===== config.mk =====
export PLATFORM = sky130hd
export DESIGN_NAME = noc_axis_bridge
export DESIGN_NICKNAME = d
export VERILOG_FILES = /design/src/source/bridge_cfg_pkg.sv /design/src/source/bridge_pkt_pkg.sv /design/src/source/vc_link_if.sv /design/src/source/noc_axis_bridge.sv /design/src/source/vc_rx_demux.sv /design/src/source/vc_tx_arbiter.sv /design/src/source/vc_credit_ctrl.sv /design/src/source/vc_rx_fifo.sv
export SDC_FILE = /design/constraint.sdc
export NUM_CORES = 1
export LEC_CHECK = 0
export BUFFER_PORTS_ARGS = -buffer_cell sky130_fd_sc_hd__buf_2
export CORE_MARGIN = 8
export CORE_UTILIZATION = 30
export DETAILED_ROUTE_END_ITERATION = 16
export GPL_ROUTABILITY_DRIVEN = 0
export REMOVE_ABC_BUFFERS = 1
export SYNTH_ARGS = -nofsm -noshare
export SYNTH_HDL_FRONTEND = slang
export SYNTH_SLANG_ARGS = --single-unit

===== constraint.sdc =====
create_clock -name clk_i -period 8.65 [get_ports clk_i]
set_clock_uncertainty 0.15 [all_clocks]
set_input_delay 0.865 -clock clk_i [delete_from_list [all_inputs] [get_ports clk_i]]
set_output_delay 0.865 -clock clk_i [all_outputs]
set_load 0.01 [all_outputs]

===== src/source/bridge_cfg_pkg.sv =====
/*
  sizing constants of the bridge:
  flit widths, credit count width and default receive buffer depths
*/
`default_nettype none

package bridge_cfg_pkg;

  // flit widths on the noc side
  localparam int NarrowWidth = 32;
  localparam int WideWidth   = 64;

  // a credit count must hold the largest buffer depth
  localparam int CreditWidth = 4;

  // remote credits and local receive entries per channel
  localparam int DefaultDepthNarrow = 4;
  localparam int DefaultDepthWide   = 4;

endpackage

`default_nettype wire

===== src/source/bridge_pkt_pkg.sv =====
/*
  serial stream packet layout:
  flit and credit vectors, channel enum, tdata/tuser/tstrb vectors,
  byte strobe patterns for narrow and wide packets
*/
`default_nettype none

package bridge_pkt_pkg;

  typedef logic [bridge_cfg_pkg::NarrowWidth-1:0] narrow_data_t;
  typedef logic [bridge_cfg_pkg::WideWidth-1:0]   wide_data_t;
  typedef logic [bridge_cfg_pkg::CreditWidth-1:0] credit_t;

  // used both as packet header and as arbiter state
  typedef enum logic {
    chan_narrow = 1'b0,
    chan_wide   = 1'b1
  } chan_e;

  // {data field, data channel header}, narrow flits zero-extended
  typedef logic [bridge_cfg_pkg::WideWidth:0] tdata_t;

  // {data validity, credit channel header, credit count}
  typedef logic [bridge_cfg_pkg::CreditWidth+1:0] tuser_t;

  // one strobe bit per byte of the data field
  typedef logic [bridge_cfg_pkg::WideWidth/8-1:0] tstrb_t;

  localparam tstrb_t NarrowStrobe = 8'h0F;
  localparam tstrb_t WideStrobe   = 8'hFF;

endpackage

`default_nettype wire


===== src/source/vc_link_if.sv =====
/*
  link between one channel's credit controller and the transmit arbiter
*/
`default_nettype none

interface vc_link_if;

  // flit handshake, data is already zero-extended to the wide width
  logic                       valid;
  logic                       ready;
  bridge_pkt_pkg::wide_data_t data;
  logic                       is_data;

  // return credits offered for piggyback
  bridge_pkt_pkg::credit_t    ret_credits;
  logic                       ret_taken;

  modport ctrl (
    output valid, data, is_data, ret_credits,
    input  ready, ret_taken
  );

  modport arb (
    input  valid, data, is_data, ret_credits,
    output ready, ret_taken
  );

endinterface

`default_nettype wire


===== src/source/noc_axis_bridge.sv =====
/*
  top level of the NoC to AXI-Stream bridge:
  two credit controllers, transmit arbiter and receive demux
*/
`default_nettype none

module noc_axis_bridge #(
  parameter int DepthNarrow           = bridge_cfg_pkg::DefaultDepthNarrow,
  parameter int DepthWide             = bridge_cfg_pkg::DefaultDepthWide,
  parameter int ForceSendThreshNarrow = DepthNarrow - 1,
  parameter int ForceSendThreshWide   = DepthWide - 1
) (
  input  logic                         clk_i,
  input  logic                         rst_i,
  // noc inputs
  input  logic                         req_valid_i,
  output logic                         req_ready_o,
  input  bridge_pkt_pkg::narrow_data_t req_data_i,
  input  logic                         wide_valid_i,
  output logic                         wide_ready_o,
  input  bridge_pkt_pkg::wide_data_t   wide_data_i,
  // noc outputs
  output logic                         req_valid_o,
  input  logic                         req_ready_i,
  output bridge_pkt_pkg::narrow_data_t req_data_o,
  output logic                         wide_valid_o,
  input  logic                         wide_ready_i,
  output bridge_pkt_pkg::wide_data_t   wide_data_o,
  // serial stream
  output logic                         axis_out_tvalid_o,
  input  logic                         axis_out_tready_i,
  output bridge_pkt_pkg::tdata_t       axis_out_tdata_o,
  output bridge_pkt_pkg::tstrb_t       axis_out_tstrb_o,
  output bridge_pkt_pkg::tuser_t       axis_out_tuser_o,
  input  logic                         axis_in_tvalid_i,
  output logic                         axis_in_tready_o,
  input  bridge_pkt_pkg::tdata_t       axis_in_tdata_i,
  input  bridge_pkt_pkg::tuser_t       axis_in_tuser_i
);

  vc_link_if narrow_link ();
  vc_link_if wide_link ();

  logic narrow_credit_valid, wide_credit_valid;
  logic narrow_pop, wide_pop;
  bridge_pkt_pkg::credit_t rx_credit;

  // every delivered flit frees one remote credit
  assign narrow_pop = req_valid_o & req_ready_i;
  assign wide_pop   = wide_valid_o & wide_ready_i;

  vc_credit_ctrl #(
    .data_t          ( bridge_pkt_pkg::narrow_data_t ),
    .Depth           ( DepthNarrow                   ),
    .ForceSendThresh ( ForceSendThreshNarrow         )
  ) i_narrow_ctrl (
    .clk_i, .rst_i,
    .noc_valid_i    ( req_valid_i         ),
    .noc_data_i     ( req_data_i          ),
    .noc_ready_o    ( req_ready_o         ),
    .link           ( narrow_link         ),
    .credit_valid_i ( narrow_credit_valid ),
    .credit_i       ( rx_credit           ),
    .rx_pop_i       ( narrow_pop          )
  );

  vc_credit_ctrl #(
    .data_t          ( bridge_pkt_pkg::wide_data_t ),
    .Depth           ( DepthWide                   ),
    .ForceSendThresh ( ForceSendThreshWide         )
  ) i_wide_ctrl (
    .clk_i, .rst_i,
    .noc_valid_i    ( wide_valid_i      ),
    .noc_data_i     ( wide_data_i       ),
    .noc_ready_o    ( wide_ready_o      ),
    .link           ( wide_link         ),
    .credit_valid_i ( wide_credit_valid ),
    .credit_i       ( rx_credit         ),
    .rx_pop_i       ( wide_pop          )
  );

  vc_tx_arbiter i_tx_arbiter (
    .clk_i, .rst_i,
    .narrow_link, .wide_link,
    .axis_out_tvalid_o, .axis_out_tready_i,
    .axis_out_tdata_o, .axis_out_tstrb_o, .axis_out_tuser_o
  );

  vc_rx_demux #(
    .DepthNarrow ( DepthNarrow ),
    .DepthWide   ( DepthWide   )
  ) i_rx_demux (
    .clk_i, .rst_i,
    .axis_in_tvalid_i, .axis_in_tready_o, .axis_in_tdata_i, .axis_in_tuser_i,
    .narrow_credit_valid_o ( narrow_credit_valid ),
    .wide_credit_valid_o   ( wide_credit_valid   ),
    .credit_o              ( rx_credit           ),
    .req_valid_o, .req_ready_i, .req_data_o,
    .wide_valid_o, .wide_ready_i, .wide_data_o
  );

endmodule

`default_nettype wire


===== src/source/vc_rx_demux.sv =====
/*
  receive side: unpacks the incoming stream, strobes credits to the
  matching controller and pushes data into the per-channel FIFOs
*/
`default_nettype none

module vc_rx_demux #(
  parameter int DepthNarrow = bridge_cfg_pkg::DefaultDepthNarrow,
  parameter int DepthWide   = bridge_cfg_pkg::DefaultDepthWide
) (
  input  logic                         clk_i,
  input  logic                         rst_i,
  input  logic                         axis_in_tvalid_i,
  output logic                         axis_in_tready_o,
  input  bridge_pkt_pkg::tdata_t       axis_in_tdata_i,
  input  bridge_pkt_pkg::tuser_t       axis_in_tuser_i,
  output logic                         narrow_credit_valid_o,
  output logic                         wide_credit_valid_o,
  output bridge_pkt_pkg::credit_t      credit_o,
  output logic                         req_valid_o,
  input  logic                         req_ready_i,
  output bridge_pkt_pkg::narrow_data_t req_data_o,
  output logic                         wide_valid_o,
  input  logic                         wide_ready_i,
  output bridge_pkt_pkg::wide_data_t   wide_data_o
);

  localparam int CredW = bridge_cfg_pkg::CreditWidth;

  bridge_pkt_pkg::chan_e      data_hdr, cred_hdr;
  bridge_pkt_pkg::wide_data_t data_field;
  logic is_data, accept;
  logic narrow_push, wide_push, narrow_fifo_ready, wide_fifo_ready;

  // unpack
  assign data_hdr   = bridge_pkt_pkg::chan_e'(axis_in_tdata_i[0]);
  assign data_field = axis_in_tdata_i[bridge_cfg_pkg::WideWidth:1];
  assign is_data    = axis_in_tuser_i[CredW+1];
  assign cred_hdr   = bridge_pkt_pkg::chan_e'(axis_in_tuser_i[CredW]);
  assign credit_o   = axis_in_tuser_i[CredW-1:0];

  assign narrow_push = axis_in_tvalid_i & is_data & (data_hdr == bridge_pkt_pkg::chan_narrow);
  assign wide_push   = axis_in_tvalid_i & is_data & (data_hdr == bridge_pkt_pkg::chan_wide);

  // credit-only packets never wait
  assign axis_in_tready_o = ~is_data |
      ((data_hdr == bridge_pkt_pkg::chan_wide) ? wide_fifo_ready : narrow_fifo_ready);
  assign accept = axis_in_tvalid_i & axis_in_tready_o;

  assign narrow_credit_valid_o = accept & (cred_hdr == bridge_pkt_pkg::chan_narrow);
  assign wide_credit_valid_o   = accept & (cred_hdr == bridge_pkt_pkg::chan_wide);

  vc_rx_fifo #(
    .data_t  ( bridge_pkt_pkg::narrow_data_t ),
    .Depth   ( DepthNarrow                   )
  ) i_narrow_fifo (
    .clk_i   ( clk_i                                      ),
    .rst_i   ( rst_i                                      ),
    .valid_i ( narrow_push                                ),
    .ready_o ( narrow_fifo_ready                          ),
    .data_i  ( data_field[bridge_cfg_pkg::NarrowWidth-1:0] ),
    .valid_o ( req_valid_o                                ),
    .ready_i ( req_ready_i                                ),
    .data_o  ( req_data_o                                 )
  );

  vc_rx_fifo #(
    .data_t  ( bridge_pkt_pkg::wide_data_t ),
    .Depth   ( DepthWide                   )
  ) i_wide_fifo (
    .clk_i   ( clk_i           ),
    .rst_i   ( rst_i           ),
    .valid_i ( wide_push       ),
    .ready_o ( wide_fifo_ready ),
    .data_i  ( data_field      ),
    .valid_o ( wide_valid_o    ),
    .ready_i ( wide_ready_i    ),
    .data_o  ( wide_data_o     )
  );

endmodule

`default_nettype wire


===== src/source/vc_tx_arbiter.sv =====
/*
  transmit side: narrow-priority channel FSM, return credit selection,
  packet packing and the one-entry AXI-Stream output register
*/
`default_nettype none

module vc_tx_arbiter (
  input  logic                   clk_i,
  input  logic                   rst_i,
  vc_link_if.arb                 narrow_link,
  vc_link_if.arb                 wide_link,
  output logic                   axis_out_tvalid_o,
  input  logic                   axis_out_tready_i,
  output bridge_pkt_pkg::tdata_t axis_out_tdata_o,
  output bridge_pkt_pkg::tstrb_t axis_out_tstrb_o,
  output bridge_pkt_pkg::tuser_t axis_out_tuser_o
);

  bridge_pkt_pkg::chan_e      state_q, state_d;
  bridge_pkt_pkg::chan_e      cred_hdr;
  bridge_pkt_pkg::credit_t    cred_cnt;
  bridge_pkt_pkg::wide_data_t sel_data;
  logic sel_valid, sel_is_data, reg_ready, accept;

  // output register
  logic                   tvalid_q;
  bridge_pkt_pkg::tdata_t tdata_q;
  bridge_pkt_pkg::tuser_t tuser_q;

  assign reg_ready = ~tvalid_q | axis_out_tready_i;
  assign accept    = sel_valid & reg_ready;

  ////////////////////////////////////////
  // channel selection
  ////////////////////////////////////////

  always_comb begin
    state_d           = state_q;
    narrow_link.ready = 1'b0;
    wide_link.ready   = 1'b0;
    sel_valid         = narrow_link.valid;
    sel_data          = narrow_link.data;
    sel_is_data       = narrow_link.is_data;
    case (state_q)
      bridge_pkt_pkg::chan_narrow: begin
        narrow_link.ready = reg_ready;
        // wide only gets a turn while narrow has nothing
        if (!narrow_link.valid && wide_link.valid) begin
          state_d = bridge_pkt_pkg::chan_wide;
        end
      end
      bridge_pkt_pkg::chan_wide: begin
        sel_valid       = wide_link.valid;
        sel_data        = wide_link.data;
        sel_is_data     = wide_link.is_data;
        wide_link.ready = reg_ready;
        if (!wide_link.valid || reg_ready) begin
          state_d = bridge_pkt_pkg::chan_narrow;
        end
      end
      default: state_d = bridge_pkt_pkg::chan_narrow;
    endcase
  end

  // piggyback the larger pending count, narrow wins ties
  always_comb begin
    if (wide_link.ret_credits > narrow_link.ret_credits) begin
      cred_hdr = bridge_pkt_pkg::chan_wide;
      cred_cnt = wide_link.ret_credits;
    end else begin
      cred_hdr = bridge_pkt_pkg::chan_narrow;
      cred_cnt = narrow_link.ret_credits;
    end
  end

  assign narrow_link.ret_taken = accept & (cred_hdr == bridge_pkt_pkg::chan_narrow);
  assign wide_link.ret_taken   = accept & (cred_hdr == bridge_pkt_pkg::chan_wide);

  ////////////////////////////////////////
  // output stream register
  ////////////////////////////////////////

  always_ff @(posedge clk_i) begin
    if (rst_i) begin
      state_q  <= bridge_pkt_pkg::chan_narrow;
      tvalid_q <= 1'b0;
    end else begin
      state_q <= state_d;
      if (reg_ready) begin
        tvalid_q <= sel_valid;
      end
    end
  end

  always_ff @(posedge clk_i) begin
    if (accept) begin
      tdata_q <= {sel_data, state_q};
      tuser_q <= {sel_is_data, cred_hdr, cred_cnt};
    end
  end

  assign axis_out_tvalid_o = tvalid_q;
  assign axis_out_tdata_o  = tdata_q;
  assign axis_out_tuser_o  = tuser_q;
  assign axis_out_tstrb_o  =
      (bridge_pkt_pkg::chan_e'(tdata_q[0]) == bridge_pkt_pkg::chan_wide) ?
      bridge_pkt_pkg::WideStrobe : bridge_pkt_pkg::NarrowStrobe;

endmodule

`default_nettype wire


===== src/source/vc_credit_ctrl.sv =====
/*
  per-channel transmit credit counter and pending return-credit counter,
  with force-send of credit-only packets
*/
`default_nettype none

module vc_credit_ctrl #(
  parameter type data_t          = bridge_pkt_pkg::narrow_data_t,
  parameter int  Depth           = bridge_cfg_pkg::DefaultDepthNarrow,
  parameter int  ForceSendThresh = Depth - 1
) (
  input  logic                    clk_i,
  input  logic                    rst_i,
  input  logic                    noc_valid_i,
  input  data_t                   noc_data_i,
  output logic                    noc_ready_o,
  vc_link_if.ctrl                 link,
  input  logic                    credit_valid_i,
  input  bridge_pkt_pkg::credit_t credit_i,
  input  logic                    rx_pop_i
);

  bridge_pkt_pkg::credit_t tx_credits_q, tx_credits_d;
  bridge_pkt_pkg::credit_t pending_q, pending_d;
  logic has_credit, flit_avail, force_send, flit_sent;

  assign has_credit = (tx_credits_q != '0);
  assign flit_avail = noc_valid_i & has_credit;

  // credits pile up on an idle channel, so push them out alone
  assign force_send = ~flit_avail & (pending_q != '0) &
                      (pending_q >= bridge_pkt_pkg::credit_t'(ForceSendThresh));

  assign link.valid       = flit_avail | force_send;
  assign link.is_data     = flit_avail;
  assign link.data        = bridge_pkt_pkg::wide_data_t'(noc_data_i);
  assign link.ret_credits = pending_q;

  assign noc_ready_o = has_credit & link.ready;
  assign flit_sent   = noc_valid_i & noc_ready_o;

  always_comb begin
    tx_credits_d = tx_credits_q;
    if (flit_sent) begin
      tx_credits_d = tx_credits_d - 1'b1;
    end
    if (credit_valid_i) begin
      tx_credits_d = tx_credits_d + credit_i;
    end

    pending_d = pending_q;
    // the whole pending count leaves with the packet
    if (link.ret_taken) begin
      pending_d = '0;
    end
    if (rx_pop_i) begin
      pending_d = pending_d + 1'b1;
    end
  end

  always_ff @(posedge clk_i) begin
    if (rst_i) begin
      tx_credits_q <= bridge_pkt_pkg::credit_t'(Depth);
      pending_q    <= '0;
    end else begin
      tx_credits_q <= tx_credits_d;
      pending_q    <= pending_d;
    end
  end

endmodule

`default_nettype wire


===== src/source/vc_rx_fifo.sv =====
/*
  valid/ready FIFO with a circular buffer and registered full/empty flags
*/
`default_nettype none

module vc_rx_fifo #(
  parameter type data_t = bridge_pkt_pkg::narrow_data_t,
  parameter int  Depth  = bridge_cfg_pkg::DefaultDepthNarrow
) (
  input  logic  clk_i,
  input  logic  rst_i,
  input  logic  valid_i,
  output logic  ready_o,
  input  data_t data_i,
  output logic  valid_o,
  input  logic  ready_i,
  output data_t data_o
);

  localparam int PtrWidth = (Depth > 1) ? $clog2(Depth) : 1;

  typedef logic [PtrWidth-1:0] ptr_t;
  typedef logic [PtrWidth:0]   count_t;

  data_t  mem_q [Depth];
  ptr_t   wr_ptr_q, rd_ptr_q;
  count_t count_q, count_d;
  logic   full_q, empty_q, push, pop;

  function automatic ptr_t next_ptr(ptr_t ptr);
    return (ptr == ptr_t'(Depth - 1)) ? '0 : ptr + 1'b1;
  endfunction

  assign ready_o = ~full_q;
  assign valid_o = ~empty_q;
  assign data_o  = mem_q[rd_ptr_q];
  assign push    = valid_i & ~full_q;
  assign pop     = ~empty_q & ready_i;
  assign count_d = count_q + count_t'(push) - count_t'(pop);

  always_ff @(posedge clk_i) begin
    if (rst_i) begin
      wr_ptr_q <= '0;
      rd_ptr_q <= '0;
      count_q  <= '0;
      full_q   <= 1'b0;
      empty_q  <= 1'b1;
    end else begin
      if (push) begin
        wr_ptr_q <= next_ptr(wr_ptr_q);
      end
      if (pop) begin
        rd_ptr_q <= next_ptr(rd_ptr_q);
      end
      count_q <= count_d;
      full_q  <= (count_d == count_t'(Depth));
      empty_q <= (count_d == '0);
    end
  end

  always_ff @(posedge clk_i) begin
    if (push) begin
      mem_q[wr_ptr_q] <= data_i;
    end
  end

endmodule

`default_nettype wire


# After elaboration in Yosys (flattened, before gate mapping)
# Memory sizes are Yosys's and may differ from the RTL's. A register that Yosys moved wholly into a read port is not among the register bits.
# Cells that the tools add are included.
[totals]
regBits = 107
ram_bits = 384
inputBits = 175
elab_cells = 125
memories = 2
[op_classes]
n_addsub = 14
n_lt_le_gt_ge = 3
eq_ne = 6
muxes = 32
bitwise = 39
reduce_logical = 10
[memory_table]
columns = ["memory", "depth", "width", "read_ports", "rd_ports_with_merged_regs", "write_ports", "line_no", "rtl"]
rows = [
  ["i_rx_demux.i_wide_fifo.mem_q", 4, 64, 1, 1, 1, "vc_rx_fifo.sv:25", "data_t mem_q [Depth];"],
  ["i_rx_demux.i_narrow_fifo.mem_q", 4, 32, 1, 1, 1, "vc_rx_fifo.sv:25", ""],
]
[op_table]
columns = ["op", "count"]
rows = [
  ["4-bit 2-to-1 mux", 9],
  ["32-bit 2-to-1 mux", 1],
  ["1-bit bitwise AND", 23],
  ["2-bit 2-to-1 mux", 8],
  ["4-bit nonzero test", 4],
  ["1-bit 2-to-1 mux", 12],
  ["1-bit inverter", 12],
  ["2-bit by 1-bit adder with 2-bit output (second input constant)", 4],
  ["4-bit by 1-bit adder with 4-bit output (second input constant)", 2],
  ["4-bit adder", 2],
  ["2-bit == test (second input constant)", 4],
  ["4-bit by 2-bit greater-or-equal comparator with 1-bit output (second input constant)", 2],
  ["8-bit 2-to-1 mux", 1],
  ["4-bit by 1-bit subtractor with 4-bit output (second input constant)", 2],
  ["3-bit by 1-bit adder with 3-bit output", 2],
  ["3-bit == test (second input constant)", 2],
  ["3-bit zero test", 2],
  ["3-bit by 1-bit subtractor with 3-bit output", 2],
  ["4-bit > comparator", 1],
  ["1-bit bitwise OR", 4],
  ["1-bit zero test", 2],
  ["1-bit one-hot mux with 2 select lines", 1],
  ["1-bit logical AND", 1],
  ["1-bit logical OR", 1],
]

# Longest topological paths before layout
[depth]
word_depth = 12
mapped_depth = 12
depth_no_buf = 12

# Cells and area by module
# A second synthesis with hierarchy kept.
[hier_totals]
hier_cells = 1060
area_unflattened_um2 = 20417.1
[by_module_without_submodules]
columns = ["mod", "instances", "cells_per_inst", "area_each_um2", "seq_area_each_um2"]
rows = [
  ["vc_rx_fifo at i_rx_demux.i_wide_fifo", 1, 387, 9825.7, 7907.6],
  ["vc_rx_fifo at i_rx_demux.i_narrow_fifo", 1, 220, 5175.0, 4063.9],
  ["vc_tx_arbiter", 1, 183, 3259.4, 2172.1],
  ["vc_credit_ctrl at i_narrow_ctrl", 1, 128, 1034.7, 160.2],
  ["vc_credit_ctrl at i_wide_ctrl", 1, 127, 1031.0, 160.2],
  ["vc_rx_demux", 1, 13, 78.8, 0.0],
  ["noc_axis_bridge", 1, 2, 12.5, 0.0],
]

# Least setup slack after synthesis
# OpenSTA, ideal clock, no wires.
[synth_path]
path_type = "input to register"
start = "in req_valid_i"
end = "reg i_tx_arbiter.tdata_q[0] (netlist: i_tx_arbiter.axis_out_tdata_o[0]) (enable)"
setup_ns = 0.590
arrival_time_ns = 5.935
setup_slack_ns = 1.976
path_stages = 2
n_path_buf = 0
cell_sequence = "a21oi_1 nor3_1"
[synth_between]
elab_chain_cells = 7
[synth_rtl]
columns = ["item", "line_no", "rtl"]
rows = [
  ["start: declaration", "noc_axis_bridge.sv:16", "input logic req_valid_i,"],
  ["1-bit bitwise AND *", "vc_credit_ctrl.sv:28", "assign flit_avail = noc_valid_i & has_credit;"],
  ["1-bit inverter", "vc_credit_ctrl.sv:31", "assign force_send = ~flit_avail & (pending_q != '0) &"],
  ["1-bit bitwise AND (2 in a row)", "vc_credit_ctrl.sv:31", ""],
  ["1-bit bitwise OR *", "vc_credit_ctrl.sv:34", "assign link.valid = flit_avail | force_send;"],
  ["1-bit 2-to-1 mux *", "vc_tx_arbiter.sv:44", "case (state_q)"],
  ["1-bit bitwise AND *", "vc_tx_arbiter.sv:31", "assign accept = sel_valid & reg_ready;"],
  ["end signal: assignment", "vc_tx_arbiter.sv:97", "tdata_q <= {sel_data, state_q};"],
  ["end: declaration", "vc_tx_arbiter.sv:27", "bridge_pkt_pkg::tdata_t tdata_q;"],
]
# Every way passes the cells marked *; elsewhere a longest branch is shown, timed or not.
# A chain may end at the register's enable or synchronous reset.

==> flow_metrics.py <==
metrics = {
    "sta": {
        "grt_setup_unrepaired": "no",
        "maxSlewHeadroom_pct": 25.91,
        "slew_violations": 0,
        "min_period_over_period_pct": 46.03,
        "fin_crit_ns": 3.982,
        "fin_setup_tns_ns": 0,
        "setup_violations": 0,
        "hold_viol_final": 0,
        "setup_ws_ns": 4.668,
        "fmax_ghz": 0.2511,
        "max_slew.worst_pin.slew_ns": 1.111,
    },
    "synth": {
        "yosysUniqueCellTypes": 51,
        "synthArstFlopShare_pct": 0,
        "ys_ff_latch": 495,
        "synth_warnings": 0,
        "syn_area_per_cell_um2": 20.61,
        "synth_cells": 921,
        "synthesis.area_um2": 18980,
        "synth_enable_flop_cells": 455,
        "synthFlopType": "edfxtp_1",
        "ys_seq_area_share_pct": 76.21,
    },
    "pwr": {
        "irDropWorstVdd_uv": 146.5,
        "power_density_nw_per_um2": 266.7,
        "p_leak_nw": 8.360,
    },
    "worst_setup_path": {
        "crit_path_end_kind": "output port",
        "rr_startpoint": "i_tx_arbiter.state_q$_SDFF_PP0_",
        "critPathLaunchType": "flop",
        "cp_data_arrival_time_ns": 2.97,
        "cp_max_fo": 42,
        "cp.required_ns": 7.64,
        "critPathKind": "flop to output port",
    },
    "hold_path": {
        "hold_path.class": "flop to flop",
        "min_from": "i_rx_demux.i_narrow_fifo.rd_ptr_q[1]$_SDFFE_PP0P_",
    },
    "place": {
        "place_area_um2": 21690,
        "portBuffers": 351,
        "hpwl_um": 29390,
        "place_ws_ns": 4.950,
    },
    "detailed_routing": {
        "routed-via-count": 9827,
        "drt-initial-drc-count": 732,
        "ant_nets": 0,
        "routed_via_density": 4.497,
        "drt_first_pass_iters": 5,
        "drt_drc_violations_left": 0,
        "wl_per_cell_um": 20.86,
        "drt_wl_total_um": 45590,
    },
    "die": {
        "die-width_um": 267.5,
        "start_util_pct": 30.20,
        "io_pins": 356,
        "design.core.area_um2": 62850,
        "die_y_um": 267.5,
        "num_rows": 92,
        "dieArea_um2": 71570,
    },
    "final_layout": {
        "drive_above_1_share_pct": 41.74,
        "nets": 1502,
        "final_cell_mix": "455 x edfxtp_1, 351 x buf_2, 96 x mux4_2",
        "postLayoutCellArea_um2": 23660,
        "nFillCells": 5854,
        "syn_to_final_growth_pct": 24.64,
        "multi_input_area_um2": 4238,
        "final_common_cell": "edfxtp_1",
        "area.sequential_um2": 14480,
    },
    "grt": {
        "grt_usage_pct": 12.52,
        "grt_max_degree": 74,
        "grt.busiest_layer": "met2",
        "gr-usage-met3_pct": 5.480,
        "grt.met1_usage_pct": 14.97,
        "grt.met2_usage_pct": 20.86,
        "antenna_found_initial": 9,
        "grt_overflow": 0,
        "grt_pass1_wl_um": 67540,
        "grt_pass1_vias": 10700,
    },
    "cts": {
        "insertion_delay_ns": 0.57,
        "cts_setup_buffers": 0,
        "htreeDepth": 2,
        "clk_pin_slew_ns": 0.06,
        "cts_inserted_buffers": 53,
        "holdBufCountCts": 0,
        "cts-resized-gates": 0,
        "cts_root_buf": "clkbuf_16",
        "cts_sinks": 495,
        "clk_path_buf_depth": 3,
        "tritoncts": "yes",
    },
    "outcome": {
        "status": "finished clean",
    },
    "flow_run": {
        "maxCapViolations": 0,
    },
}
## metrics by stage
| step | std cells | util (%) | power [W] | hold slack [ns] |
|---|---|---|---|---|
| after CTS | 2183 | 37.63 | 0.006426 | 0.3029 |
| final | 2185 | 37.64 | 0.006309 | 0.3285 |
| after global placement | 2086 | 34.51 | 0.003853 | 0.3045 |
| after detailed placement | 2086 | 34.51 | 0.003867 | 0.3217 |
| after global routing | 2183 | 37.63 | 0.006606 | 0.3102 |
| after floorplan | 883 | - | 0.003466 | 0.2967 |
## critical path, cell delays in order (launching register included)
cell,delay (ns)
dfxtp_4,0.70
buf_4,0.80
mux4_2,0.69
buf_2,0.19
## kinds of logic (layout without fill, tap and decap cells)
logic type      Yosys count  count (layout)  synth area share (%)
xor+xnor                 14              14                0.7911
fa+ha+maj                32              32                 2.268
flops                   495             495                 76.21
simple gates            130             130                 3.797
compound gates           43              43                 1.595
buf+inv                  71             484                 1.628
mux                     135             135                 13.69
other cells               1               6               0.01976
## synthesized netlist by cell type, types with 3 or more instances
library cell / number / area (um^2)
nor2_1: 20 / 75.07
nand4_1: 4 / 25.02
edfxtp_1: 455 / 13660
and3_1: 3 / 18.77
a211oi_1: 3 / 22.52
inv_1: 24 / 90.09
and3b_1: 3 / 26.28
nand2b_1: 3 / 18.77
buf_4: 8 / 60.06
nand2_1: 19 / 71.32
nor3_1: 10 / 50.05
nor2b_1: 4 / 25.02
o21ai_1: 5 / 25.02
mux4_2: 96 / 2162
inv_2: 6 / 22.52
nand3_1: 9 / 45.04
ha_1: 28 / 350.3
and2_1: 43 / 269.0
buf_2: 10 / 50.05
xnor2_1: 7 / 61.31
o211ai_1: 4 / 30.03
xor2_1: 5 / 43.79
dfxtp_1: 40 / 800.8
buf_1: 8 / 30.03
mux2_1: 35 / 394.1
clkbuf_1: 15 / 56.30
a21oi_1: 18 / 90.09
fa_1: 4 / 80.08
## final timing paths
path | endpoint | slack (ns) | cells past startpoint
max | wide_data_o[24] | 4.67 | 3
min | flop | 0.33 | 2
max reg2reg | i_wide_ctrl.tx_credits_q[3]$_SDFF_PP0_ | 5.55 | 10
min reg2reg | flop | 0.33 | 2
## flip-flops by register name, summed over array words and instances, names as in the netlist, named ones only
name and count:
i_narrow_ctrl.link.ret_credits 4, i_narrow_ctrl.tx_credits_q 4, i_rx_demux.i_narrow_fifo.count_q 3, i_rx_demux.i_narrow_fifo.empty_q 1, i_rx_demux.i_narrow_fifo.full_q 1, i_rx_demux.i_narrow_fifo.mem_q 128, i_rx_demux.i_narrow_fifo.rd_ptr_q 2, i_rx_demux.i_narrow_fifo.wr_ptr_q 2
i_rx_demux.i_wide_fifo.count_q 3, i_rx_demux.i_wide_fifo.empty_q 1, i_rx_demux.i_wide_fifo.full_q 1, i_rx_demux.i_wide_fifo.mem_q 256, i_rx_demux.i_wide_fifo.rd_ptr_q 2, i_rx_demux.i_wide_fifo.wr_ptr_q 2, i_tx_arbiter.axis_out_tdata_o 65, i_tx_arbiter.axis_out_tuser_o 6
i_tx_arbiter.axis_out_tvalid_o 1, i_tx_arbiter.state_q 1, i_wide_ctrl.link.ret_credits 4, i_wide_ctrl.tx_credits_q 4
## power breakdown
part	leakage, nW	internal (W)	total (W)	switching, W
clock	0.951	0.00161	0.00252	0.000907
sequential	4.50	0.00278	0.00289	0.000107
combinational	2.91	0.000410	0.000902	0.000491
total	8.36	0.00480	0.00631	0.00151
## cell type report
type,instances,share of cell area [%]
repair buffers,357,7.617
clock inverters,35,2.454
multi-input cells,358,17.91
well taps,846,4.475
inverters,30,0.4760
diodes,2,0.02116
clock buffers,62,5.839
flip-flops and latches,495,61.20
## per-layer routing
metal | routed length (um) | vias up
met1 | 18410 | 4958
met3 | 4455 | 66
met4 | 827 | 12
met2 | 21820 | 361
li1 | - | 4430
met5 | 79 | -
(Power assumes the default switching activity.)
